--- src/logic/vga_settings.svh ---
`ifndef VGA_SETTINGS_SVH
`define VGA_SETTINGS_SVH

// Datapath widths
`define VGA_COORD_W    10  // Position counters and timing fields
`define VGA_CHAN_W     4   // One colour channel
`define VGA_PATTERN_W  32  // Background pattern length in bits
`define VGA_PIXW_W     6   // Pixel-width field

// Address block of the core, compared against address bits 31 to 24
`define VGA_BASE       8'h30

// Register offsets inside the block
`define VGA_REG_HTIME  8'h00  // h_sync_start, h_sync_end, h_active_start
`define VGA_REG_VTIME  8'h04  // Vertical counterparts
`define VGA_REG_CTRL   8'h08  // Enable, polarities, active ends
`define VGA_REG_BG0    8'h0C  // Background layer 0 pattern
`define VGA_REG_BG1    8'h10  // Background layer 1 pattern
`define VGA_REG_BGSIZE 8'h14  // Pixel widths of both layers
`define VGA_REG_PAL01  8'h1C  // Palette entries 0 and 1
`define VGA_REG_PAL23  8'h20  // Palette entries 2 and 3

`endif
--- src/logic/vga_pkg.sv ---
`include "vga_settings.svh"

package vga_pkg;

    // Horizontal or vertical position
    typedef logic [`VGA_COORD_W-1:0] coord_t;

    // 12-bit colour, red in the top nibble
    typedef struct packed {
        logic [`VGA_CHAN_W-1:0] r;
        logic [`VGA_CHAN_W-1:0] g;
        logic [`VGA_CHAN_W-1:0] b;
    } color_t;

    // One background bit pattern
    typedef logic [`VGA_PATTERN_W-1:0] pattern_t;

    // Clocks per pattern bit, minus one
    typedef logic [`VGA_PIXW_W-1:0] pix_width_t;

    // Palette index, {layer1, layer0}
    typedef logic [1:0] bg_index_t;

endpackage

--- src/logic/vga_core.sv ---
`include "vga_settings.svh"

module vga_core
    import vga_pkg::*;
(
    input  logic                   clk,
    input  logic                   reset,

    input  logic [31:0]            wb_addr_i,
    input  logic [31:0]            wb_data_i,
    input  logic                   wb_we_i,
    input  logic                   wb_stb_i,
    input  logic                   wb_cyc_i,
    output logic                   wb_ack_o,

    output logic [`VGA_CHAN_W-1:0] vga_r_o,
    output logic [`VGA_CHAN_W-1:0] vga_g_o,
    output logic [`VGA_CHAN_W-1:0] vga_b_o,
    output logic                   vga_hs_o,
    output logic                   vga_vs_o
);

    logic         enabled;
    logic         h_pol;
    logic         v_pol;
    coord_t       h_sync_start;
    coord_t       h_sync_end;
    coord_t       h_active_start;
    coord_t       h_active_end;
    coord_t       v_sync_start;
    coord_t       v_sync_end;
    coord_t       v_active_start;
    coord_t       v_active_end;
    pattern_t     bg_pattern0;
    pattern_t     bg_pattern1;
    pix_width_t   bg_size0;
    pix_width_t   bg_size1;
    color_t [3:0] palette;

    logic         h_sync;
    logic         v_sync;
    logic         h_active;
    logic         v_active;
    bg_index_t    bg_index;
    logic         pixel_valid;

    vga_regs i_vga_regs (
        .clk              (clk),
        .reset            (reset),
        .wb_addr_i        (wb_addr_i),
        .wb_data_i        (wb_data_i),
        .wb_we_i          (wb_we_i),
        .wb_stb_i         (wb_stb_i),
        .wb_cyc_i         (wb_cyc_i),
        .wb_ack_o         (wb_ack_o),
        .enabled_o        (enabled),
        .h_pol_o          (h_pol),
        .v_pol_o          (v_pol),
        .h_sync_start_o   (h_sync_start),
        .h_sync_end_o     (h_sync_end),
        .h_active_start_o (h_active_start),
        .h_active_end_o   (h_active_end),
        .v_sync_start_o   (v_sync_start),
        .v_sync_end_o     (v_sync_end),
        .v_active_start_o (v_active_start),
        .v_active_end_o   (v_active_end),
        .bg_pattern0_o    (bg_pattern0),
        .bg_pattern1_o    (bg_pattern1),
        .bg_size0_o       (bg_size0),
        .bg_size1_o       (bg_size1),
        .palette_o        (palette)
    );

    vga_timing i_vga_timing (
        .clk              (clk),
        .reset            (reset),
        .enabled_i        (enabled),
        .h_pol_i          (h_pol),
        .v_pol_i          (v_pol),
        .h_sync_start_i   (h_sync_start),
        .h_sync_end_i     (h_sync_end),
        .h_active_start_i (h_active_start),
        .h_active_end_i   (h_active_end),
        .v_sync_start_i   (v_sync_start),
        .v_sync_end_i     (v_sync_end),
        .v_active_start_i (v_active_start),
        .v_active_end_i   (v_active_end),
        .h_sync_o         (h_sync),
        .v_sync_o         (v_sync),
        .h_active_o       (h_active),
        .v_active_o       (v_active)
    );

    vga_background i_vga_background (
        .clk           (clk),
        .reset         (reset),
        .h_active_i    (h_active),
        .v_active_i    (v_active),
        .bg_pattern0_i (bg_pattern0),
        .bg_pattern1_i (bg_pattern1),
        .bg_size0_i    (bg_size0),
        .bg_size1_i    (bg_size1),
        .bg_index_o    (bg_index),
        .pixel_valid_o (pixel_valid)
    );

    vga_pixel_out i_vga_pixel_out (
        .clk           (clk),
        .reset         (reset),
        .palette_i     (palette),
        .bg_index_i    (bg_index),
        .pixel_valid_i (pixel_valid),
        .h_sync_i      (h_sync),
        .v_sync_i      (v_sync),
        .vga_r_o       (vga_r_o),
        .vga_g_o       (vga_g_o),
        .vga_b_o       (vga_b_o),
        .vga_hs_o      (vga_hs_o),
        .vga_vs_o      (vga_vs_o)
    );

endmodule

--- src/logic/vga_pixel_out.sv ---
`include "vga_settings.svh"

module vga_pixel_out
    import vga_pkg::*;
(
    input  logic                   clk,
    input  logic                   reset,

    input  color_t [3:0]           palette_i,
    input  bg_index_t              bg_index_i,
    input  logic                   pixel_valid_i,
    input  logic                   h_sync_i,
    input  logic                   v_sync_i,

    output logic [`VGA_CHAN_W-1:0] vga_r_o,
    output logic [`VGA_CHAN_W-1:0] vga_g_o,
    output logic [`VGA_CHAN_W-1:0] vga_b_o,
    output logic                   vga_hs_o,
    output logic                   vga_vs_o
);

    color_t color_q;

    // Colour and sync share one register stage so they stay aligned
    always_ff @(posedge clk) begin
        if (reset) begin
            color_q  <= '0;
            vga_hs_o <= 1'b0;
            vga_vs_o <= 1'b0;
        end else begin
            vga_hs_o <= h_sync_i;
            vga_vs_o <= v_sync_i;
            if (pixel_valid_i) begin
                color_q <= palette_i[bg_index_i];
            end else begin
                color_q <= '0;             // Blank outside the visible area
            end
        end
    end

    assign vga_r_o = color_q.r;
    assign vga_g_o = color_q.g;
    assign vga_b_o = color_q.b;

endmodule

--- src/logic/vga_background.sv ---
`include "vga_settings.svh"

module vga_background
    import vga_pkg::*;
(
    input  logic       clk,
    input  logic       reset,

    input  logic       h_active_i,
    input  logic       v_active_i,

    input  pattern_t   bg_pattern0_i,
    input  pattern_t   bg_pattern1_i,
    input  pix_width_t bg_size0_i,
    input  pix_width_t bg_size1_i,

    output bg_index_t  bg_index_o,
    output logic       pixel_valid_o
);

    localparam int COL_W = $clog2(`VGA_PATTERN_W);

    pattern_t   pattern [2];
    pix_width_t size [2];
    logic [1:0] layer_bit;
    logic       display_en;

    assign display_en = h_active_i && v_active_i;

    assign pattern[0] = bg_pattern0_i;
    assign pattern[1] = bg_pattern1_i;
    assign size[0]    = bg_size0_i;
    assign size[1]    = bg_size1_i;

    // Both layers step on their own, only the widths differ
    for (genvar n = 0; n < 2; n++) begin : g_layer
        logic [COL_W-1:0] col;         // Current pattern bit
        pix_width_t       width_cnt;   // Clocks spent on this bit

        always_ff @(posedge clk) begin
            if (reset || !display_en) begin
                col       <= '0;       // Restart at bit 0 on every visible line
                width_cnt <= '0;
            end else if (width_cnt >= size[n]) begin
                width_cnt <= '0;
                col       <= col + 1'b1;   // Wraps modulo pattern length
            end else begin
                width_cnt <= width_cnt + 1'b1;
            end
        end

        assign layer_bit[n] = pattern[n][col];
    end

    // Layer 1 is the high index bit
    assign bg_index_o    = {layer_bit[1], layer_bit[0]};
    assign pixel_valid_o = display_en;

endmodule

--- src/logic/vga_timing.sv ---
module vga_timing
    import vga_pkg::*;
(
    input  logic   clk,
    input  logic   reset,

    input  logic   enabled_i,
    input  logic   h_pol_i,
    input  logic   v_pol_i,

    input  coord_t h_sync_start_i,
    input  coord_t h_sync_end_i,
    input  coord_t h_active_start_i,
    input  coord_t h_active_end_i,
    input  coord_t v_sync_start_i,
    input  coord_t v_sync_end_i,
    input  coord_t v_active_start_i,
    input  coord_t v_active_end_i,

    output logic   h_sync_o,
    output logic   v_sync_o,
    output logic   h_active_o,
    output logic   v_active_o
);

    coord_t h_count;
    coord_t v_count;
    logic   h_wrap;
    logic   v_wrap;
    logic   h_in_pulse;
    logic   v_in_pulse;

    // Compare with >= so a shortened line reprogrammed mid-frame still wraps
    assign h_wrap = (h_count >= h_sync_end_i);
    assign v_wrap = (v_count >= v_sync_end_i);

    always_ff @(posedge clk) begin
        if (reset || !enabled_i) begin
            h_count <= '0;             // Counters parked while disabled
            v_count <= '0;
        end else if (h_wrap) begin
            h_count <= '0;
            if (v_wrap) begin
                v_count <= '0;         // End of frame
            end else begin
                v_count <= v_count + 1'b1;
            end
        end else begin
            h_count <= h_count + 1'b1;
        end
    end

    // Active windows, half-open on the end value
    assign h_active_o = enabled_i
                     && (h_count >= h_active_start_i)
                     && (h_count < h_active_end_i);
    assign v_active_o = enabled_i
                     && (v_count >= v_active_start_i)
                     && (v_count < v_active_end_i);

    // Sync pulse windows, before polarity
    assign h_in_pulse = enabled_i
                     && (h_count >= h_sync_start_i)
                     && (h_count < h_sync_end_i);
    assign v_in_pulse = enabled_i
                     && (v_count >= v_sync_start_i)
                     && (v_count < v_sync_end_i);

    // Pulse level is the polarity bit, idle level its inverse
    assign h_sync_o = h_in_pulse ? h_pol_i : !h_pol_i;
    assign v_sync_o = v_in_pulse ? v_pol_i : !v_pol_i;

endmodule

--- src/logic/vga_regs.sv ---
`include "vga_settings.svh"

module vga_regs
    import vga_pkg::*;
(
    input  logic        clk,
    input  logic        reset,

    input  logic [31:0] wb_addr_i,
    input  logic [31:0] wb_data_i,
    input  logic        wb_we_i,
    input  logic        wb_stb_i,
    input  logic        wb_cyc_i,
    output logic        wb_ack_o,

    output logic        enabled_o,
    output logic        h_pol_o,
    output logic        v_pol_o,

    output coord_t      h_sync_start_o,
    output coord_t      h_sync_end_o,
    output coord_t      h_active_start_o,
    output coord_t      h_active_end_o,
    output coord_t      v_sync_start_o,
    output coord_t      v_sync_end_o,
    output coord_t      v_active_start_o,
    output coord_t      v_active_end_o,

    output pattern_t    bg_pattern0_o,
    output pattern_t    bg_pattern1_o,
    output pix_width_t  bg_size0_o,
    output pix_width_t  bg_size1_o,
    output color_t [3:0] palette_o
);

    logic       addressed;
    logic [7:0] offset;

    assign addressed = wb_stb_i && wb_cyc_i && (wb_addr_i[31:24] == `VGA_BASE);
    assign offset    = wb_addr_i[7:0];

    // Ack follows the addressed access one clock late, for reads and writes alike
    always_ff @(posedge clk) begin
        if (reset) begin
            wb_ack_o <= 1'b0;
        end else begin
            wb_ack_o <= addressed;
        end
    end

    // Writes land on every addressed cycle; the data is stable while strobe is held
    always_ff @(posedge clk) begin
        if (reset) begin
            enabled_o        <= 1'b0;
            h_pol_o          <= 1'b0;
            v_pol_o          <= 1'b0;
            h_sync_start_o   <= '0;
            h_sync_end_o     <= '0;
            h_active_start_o <= '0;
            h_active_end_o   <= '0;
            v_sync_start_o   <= '0;
            v_sync_end_o     <= '0;
            v_active_start_o <= '0;
            v_active_end_o   <= '0;
            bg_pattern0_o    <= '0;
            bg_pattern1_o    <= '0;
            bg_size0_o       <= '0;
            bg_size1_o       <= '0;
            palette_o        <= '0;
        end else if (addressed && wb_we_i) begin
            case (offset)
                `VGA_REG_HTIME: begin
                    h_sync_start_o   <= wb_data_i[29:20];
                    h_sync_end_o     <= wb_data_i[19:10];
                    h_active_start_o <= wb_data_i[9:0];
                end
                `VGA_REG_VTIME: begin
                    v_sync_start_o   <= wb_data_i[29:20];
                    v_sync_end_o     <= wb_data_i[19:10];
                    v_active_start_o <= wb_data_i[9:0];
                end
                `VGA_REG_CTRL: begin
                    enabled_o      <= wb_data_i[22];
                    h_pol_o        <= wb_data_i[21];
                    v_pol_o        <= wb_data_i[20];
                    h_active_end_o <= wb_data_i[19:10];
                    v_active_end_o <= wb_data_i[9:0];
                end
                `VGA_REG_BG0:    bg_pattern0_o <= wb_data_i;
                `VGA_REG_BG1:    bg_pattern1_o <= wb_data_i;
                `VGA_REG_BGSIZE: begin
                    bg_size0_o <= wb_data_i[11:6];
                    bg_size1_o <= wb_data_i[5:0];
                end
                `VGA_REG_PAL01: begin
                    palette_o[0] <= wb_data_i[11:0];
                    palette_o[1] <= wb_data_i[23:12];
                end
                `VGA_REG_PAL23: begin
                    palette_o[2] <= wb_data_i[11:0];
                    palette_o[3] <= wb_data_i[23:12];
                end
                default: begin
                    // Unused offset, acked above and dropped here
                end
            endcase
        end
    end

endmodule

--- config.mk ---
export PLATFORM = sky130hd
export DESIGN_NAME = vga_core
export DESIGN_NICKNAME = d
export VERILOG_FILES = /design/src/logic/vga_pkg.sv /design/src/logic/vga_core.sv /design/src/logic/vga_pixel_out.sv /design/src/logic/vga_background.sv /design/src/logic/vga_timing.sv /design/src/logic/vga_regs.sv
export VERILOG_INCLUDE_DIRS = /design/src /design/src/logic
export SDC_FILE = /design/constraint.sdc
export NUM_CORES = 1
export LEC_CHECK = 0
export BUFFER_PORTS_ARGS = -buffer_cell sky130_fd_sc_hd__buf_2
export CAP_MARGIN = 10
export CORE_AREA = 2 2 205 207
export CTS_BUF_LIST = sky130_fd_sc_hd__clkbuf_8
export CTS_CLUSTER_DIAMETER = 120
export DETAILED_ROUTE_END_ITERATION = 8
export DIE_AREA = 0 0 207 209
export MAX_ROUTING_LAYER = met4
export PLACE_DENSITY = 0.48
export SYNTH_ARGS = -nofsm -noshare
export SYNTH_HDL_FRONTEND = slang
export SYNTH_SLANG_ARGS = --single-unit
--- constraint.sdc ---
create_clock -name clk -period 3.2 [get_ports clk]
set_input_delay 0.16 -clock clk [delete_from_list [all_inputs] [get_ports clk]]
set_output_delay 0.16 -clock clk [all_outputs]
set_load 0.005 [all_outputs]
# After elaboration in Yosys (flattened, before gate mapping)
# Cells that the tools add are included.
[word_totals]
romBits = 0
memories = 0
regBits = 264
latchBits = 0
input_bits = 69
wordCells = 109
ramBits = 0
output_inout_bits = 15
[classes]
n_reduce_logical = 31
n_div = 0
bitwise = 1
n_addsub = 6
mux = 9
shift = 0
multipliers = 0
n_eq_ne = 8
order_cmp = 15
[op_table]
columns = ["op", "n"]
rows = [
  ["10-bit >= comparator", 6],
  ["10-bit less-than comparator", 4],
  ["12-bit binary-select mux with 2-bit select", 1],
  ["8-bit by 5-bit equality test with 1-bit output (second input constant)", 3],
  ["10-bit by 1-bit adder with 10-bit output (second input constant)", 2],
  ["8-bit by 4-bit equality test with 1-bit output (second input constant)", 2],
  ["8-bit by 6-bit equality test with 1-bit output (second input constant)", 2],
  ["2-bit AND reduction", 8],
  ["6-bit by 1-bit adder with 6-bit output (second input constant)", 2],
  ["6-bit >= comparator", 2],
  ["1-bit logical AND", 12],
  ["5-bit by 6-bit less-than comparator with 1-bit output (second input constant)", 2],
  ["12-bit 2-to-1 mux", 1],
  ["5-bit by 1-bit adder with 5-bit output (second input constant)", 2],
  ["1-bit binary-select mux with 5-bit select", 2],
  ["10-bit 2-to-1 mux", 1],
  ["8-bit by 3-bit equality test with 1-bit output (second input constant)", 1],
  ["8-bit zero test", 1],
  ["2-bit OR reduction", 4],
  ["1-bit zero test", 4],
  ["1-bit 2-to-1 mux", 4],
  ["2-bit by 3-bit less-than comparator with 1-bit output (second input constant)", 1],
  ["1-bit logical OR", 2],
  ["1-bit inverter", 1],
]

# Logic depth before layout (Yosys ltp)
[logic_depth]
ltp_word = 7
ltp_mapped = 10
mapped_depth_nobuf = 9

# By module
# Synthesis repeated with hierarchy kept, for this count alone.
[hier_totals]
hier_cells = 1346
hier_area_um2 = 13730.7
[by_module_without_submodules]
columns = ["mod", "area_each_um2", "cells_per_inst", "seq_area_each_um2", "instances"]
rows = [
  ["vga_regs", 8205.4, 733, 4164.0, 1],
  ["vga_timing", 2791.4, 356, 400.4, 1],
  ["vga_background", 1995.7, 198, 440.4, 1],
  ["vga_pixel_out", 738.2, 59, 280.3, 1],
]

# Worst setup path before layout
# No wires, ideal clock.
[synth_path]
path_kind = "register to register"
from = "reg i_vga_timing.h_count[3]"
to = "reg i_vga_timing.v_count[8]"
setup_ns = 0.087
stages_incl_launch_ff = 10
arrival_ns = 2.398
setup_slack_ns = 0.715
period_less_slack_ns = 2.485
t_required_ns = 3.113
path_buffers = 1
path_cell_list = "dfxtp_1 -> ha_1 -> a21o_1 -> a21o_1 -> a221o_1 -> a221oi_1 -> and3_1 -> clkbuf_1 -> o21ai_1 -> o31ai_1"
[synth_between]
elab_chain_cells = 1
[synth_rtl]
columns = ["element", "line_no", "source"]
rows = [
  ["start: declaration", "vga_timing.sv:26", "coord_t h_count;"],
  ["start signal: assignment", "vga_timing.sv:49", "h_count <= h_count + 1'b1;"],
  ["10-bit >= comparator", "vga_timing.sv:34", "assign h_wrap = (h_count >= h_sync_end_i);"],
  ["end signal: assignment", "vga_timing.sv:46", "v_count <= v_count + 1'b1;"],
  ["end: declaration", "vga_timing.sv:27", "coord_t v_count;"],
]
# No other way between the ends.
# A chain may end at the register's enable or synchronous reset.

# Final worst setup path
[layout_path]
from = "in wb_addr_i[30]"
to = "reg i_vga_regs.bg_pattern1_o[25]"
[layout_between]
elab_chain_cells = 4
[layout_rtl]
columns = ["element", "line_no", "source"]
rows = [
  ["start: declaration", "vga_core.sv:9", "input logic [31:0] wb_addr_i,"],
  ["8-bit by 6-bit equality test with 1-bit output (no source line)", "-", ""],
  ["1-bit logical AND", "vga_regs.sv:39", "assign addressed = wb_stb_i && wb_cyc_i && (wb_addr_i[31:24] == `VGA_BASE);"],
  ["1-bit logical AND", "vga_regs.sv:70", "end else if (addressed && wb_we_i) begin"],
  ["2-bit AND reduction (no source line)", "-", ""],
  ["end signal: assignment", "vga_regs.sv:90", "`VGA_REG_BG1: bg_pattern1_o <= wb_data_i;"],
  ["end: declaration", "vga_regs.sv:30", "output pattern_t bg_pattern1_o,"],
]
# No other way between the ends.

==> summary.txt <==
Global route
  – GRT Residual Overflow: 0
  – Pin count of the biggest net entering global routing: ~140
  – Antenna violations before repair: 1
  – First-pass GRT wire length: 56470 um
  – Gr usage total: ~17%
  – Vias in the first global route: 9649

STA
  – Slew Viols, Final: 0
  – Setup TNS: 0 ns
  – RSZ-0062 raised after global routing: false
  – Setup violations, final: 0
  – Slew @ Worst Pin: around 0.79 ns
  – Crit share post-route: ~88%
  – Final hold violations: 0
  – Worst slew margin: between 40% and 50%
  – Clk_skew: roughly 0.027 ns
  – Fmax: 356.4 MHz
  – Min cycle time layout: roughly 2.8 ns

Routing
  – Post-route ant nets: 0
  – Total number of vias: just over 10000
  – Vias per cell: approximately 4.8
  – Iter 0 DRT Violations: between 700 and 800
  – Routed wire length: roughly 36000 um
  – Routed wire per std cell: ~17 um
  – DRC Markers: 0
  – Drt pass-1 iters: 7

Worst setup path
  – Crit path largest cell delay: around 0.55 ns
  – Crit-path slowest cell: dlygate4sd3_1
  – Max FO, Critical Path: 32
  – Worst-path cell chain: dlygate4sd3_1 -> buf_2 -> nor2_1 -> dlygate4sd3_1 -> nand3_1 -> nor4b_2 -> nor3b_2 -> and3_2 -> buf_12 -> mux2i_1 -> nor2_1
  – Crit end category: register
  – CP startpoint kind: primary input
  – Crit path kind: primary input to register
  – Critical Path RT: approximately 3.6 ns
  – Reg2reg setup slack: ~0.49 ns
  – Critical Path AT: 3.24 ns

Placement
  – Dpl cell area: 13490 um^2
  – Dpl hpwl: roughly 23000 um
  – GPL Wtd Cong: between 0.8 and 0.9
  – PortBufs: 67

Finish
  – Final instance area: 14740 um^2
  – Area Growth Syn to Fin: 17.68%
  – Commonest non-fill, non-tap cell in the layout: nand2_1
  – Share of cells above drive strength 1: 12.58%
  – Nets: roughly 1700
  – Commonest non-fill, non-tap cells in the layout: 269 x nand2_1, 264 x dfxtp_1, 145 x a21oi_1

Logic synthesis
  – Cell Area, Synth: 12520 um^2
  – Area leader, netlist: dfxtp_1
  – Async SR Flop Fraction: 0%
  – Avg Cell Area, Syn: just under 9 um^2
  – Top-area cell type share of the netlist area: 42.20%
  – Post-synth cell types: between 50 and 60
  – EDFF count, synth: 0
  – Register area share after synthesis: ~42%
  – Cells after synthesis: ~1400
  – Synth area leaders: dfxtp_1 42%, ha_1 9.6%, mux2i_1 8.9%
  – Flops & latches, synth: 264
  – Yosys warning count: 0
  – Mapped Nets: 1605
  – Post-synth top flop: dfxtp_1

Floorplanning
  – Die height: approximately 210 um
  – Die W: 207 um
  – Core Rows: 75
  – Boundary Pins: 84
  – Initial Util: 30.33%
  – Total core area: 41290 um^2
  – Die area: ~43000 um^2

Run
  – Max_cap viols: 0

Status
  – Status: completed

Power and ir drop
  – Register share of total power: between 50% and 60%
  – Clock share of power: a little under half
  – P_sw: 1556 uW
  – VDD IR-drop max: 0.2572 mV
  – Internal power: roughly 5000 uW
  – Final Power: 6531 uW
  – Pwr Density: between 400 and 500 nW/um^2
  – Combinational power share: around 3.4%
  – Static Leakage: 0.005338 uW
  – Switching share of total power: 23.82%

Clocking
  – Clock transition at the registers of the reported paths: 0.06 ns
  – CTS Root Cell: clkbuf_8
  – Worst skew pair latency: between 0.5 and 0.6 ns
  – TritonCTS buffer count: between 40 and 50
  – # clock sinks: roughly 260
  – Postcts setup bufs: 0
  – CTS resizes: 0
  – CTS max path bufs: 3
  – Hold buffers post-CTS: 35
  – H-Tree Depth: 2
  – CTS tree: yes

Worst hold path
  – Hold Crit Class: primary input to register
==> per-stage QoR <==
stage | setup slack, ns | cells | util (%) | hold WS [ns]
floorplan | 0.7145 | 1440 | - | 0.2960
global placement | 0.4806 | 1991 | 32.67 | 0.4381
detailed placement | 0.4636 | 1991 | 32.67 | 0.4443
CTS | 0.4274 | 2105 | 35.68 | 0.1449
global route | 0.2107 | 2106 | 35.69 | 0.1722
finish | 0.3939 | 2107 | 35.70 | 0.1700
==> synth_stat cells (all sizes together) (3+ instances only) <==
cell    instances
nand2         269
dfxtp         264
a21oi         145
nor2          127
mux2i         111
ha             96
inv            92
clkbuf         67
o21ai          28
nand3          26
a21o           24
nor3           21
buf            19
a211oi         17
mux2           14
mux4           14
xor2           12
and3           11
nor2b           8
xnor2           8
nand2b          7
nand4           7
or3             6
and2            5
nor3b           5
a221oi          4
a31oi           4
and4            4
nor4            3
o211ai          3
==> registers in the layout, indices dropped and copies added, names as in the netlist, 4 cells and up <==
register and cells:
i_vga_regs.bg_pattern0_o 32, i_vga_regs.h_active_end_o 10, i_vga_pixel_out.vga_b_o 4, i_vga_regs.v_sync_end_o 10, i_vga_regs.h_active_start_o 10, i_vga_regs.v_active_start_o 10, i_vga_timing.v_count 10, i_vga_regs.bg_pattern1_o 32
i_vga_timing.h_count 10, i_vga_regs.h_sync_end_o 10, i_vga_regs.v_active_end_o 10, i_vga_regs.bg_size1_o 6, i_vga_regs.h_sync_start_o 10, i_vga_background.g_layer.width_cnt 12, i_vga_regs.bg_size0_o 6, i_vga_background.g_layer.col 10
i_vga_pixel_out.vga_g_o 4, i_vga_regs.v_sync_start_o 10, i_vga_pixel_out.vga_r_o 4, i_vga_regs.palette_o 48
==> logic make-up after synthesis <==
group                    share of synthesized area, %
AND/OR/NAND/NOR                                 17.27
flip-flops                                      42.20
AO/OA/AOI/OAI                                   11.00
buffers and inverters                           5.684
multiplexers                                    12.86
adder cells (fa/ha/maj)                         9.590
XOR/XNOR                                        1.399
==> critical path: cells and delay by family <==
kind,cells,cell delay [ns]
simple gates,6,1.40
buf+inv,4,1.44
mux,1,0.22
==> worst paths after layout <==
path	depth (start not counted)	startpoint	end
min reg2reg	2	i_vga_regs.palette_o[11]	i_vga_regs.palette_o[11]
max reg2reg	7	i_vga_background.g_layer[1].col[0]	i_vga_pixel_out.vga_r_o[3]
max	11	wb_addr_i[30]	i_vga_regs.bg_pattern1_o[25]
min	3	reset	i_vga_regs.bg_pattern0_o[3]
==> power by group through the flow <==
stage                     Combinational (uW)  Sequential, uW  Clock (uW)
after floorplan                         59.9            3360           0
after global placement                   194            3360           0
after detailed placement                 194            3360           0
after CTS                                226            3290        3130
after global routing                     235            3290        3280
final                                    223            3290        3020
==> per-layer routing <==
metal,global-route usage (%),up-vias,wire (um)
met5,-,-,0
met4,5.049,0,856
met3,2.885,56,1765
met2,24.82,233,14800
met1,24.52,4727,18400
li1,-,5074,-
==> layout make-up <==
class | count | area, um^2
fill | 4316 | 26550
tap | 539 | 674.4
inverter | 92 | 345.3
sequential | 264 | 5285
clock buffer | 58 | 798.3
multi-input combinational | 998 | 6548
clock inverter | 21 | 96.34
antenna | 2 | 5.005
timing repair buffer | 133 | 987.2
No activity file was read; power rests on OpenSTA's default activity.
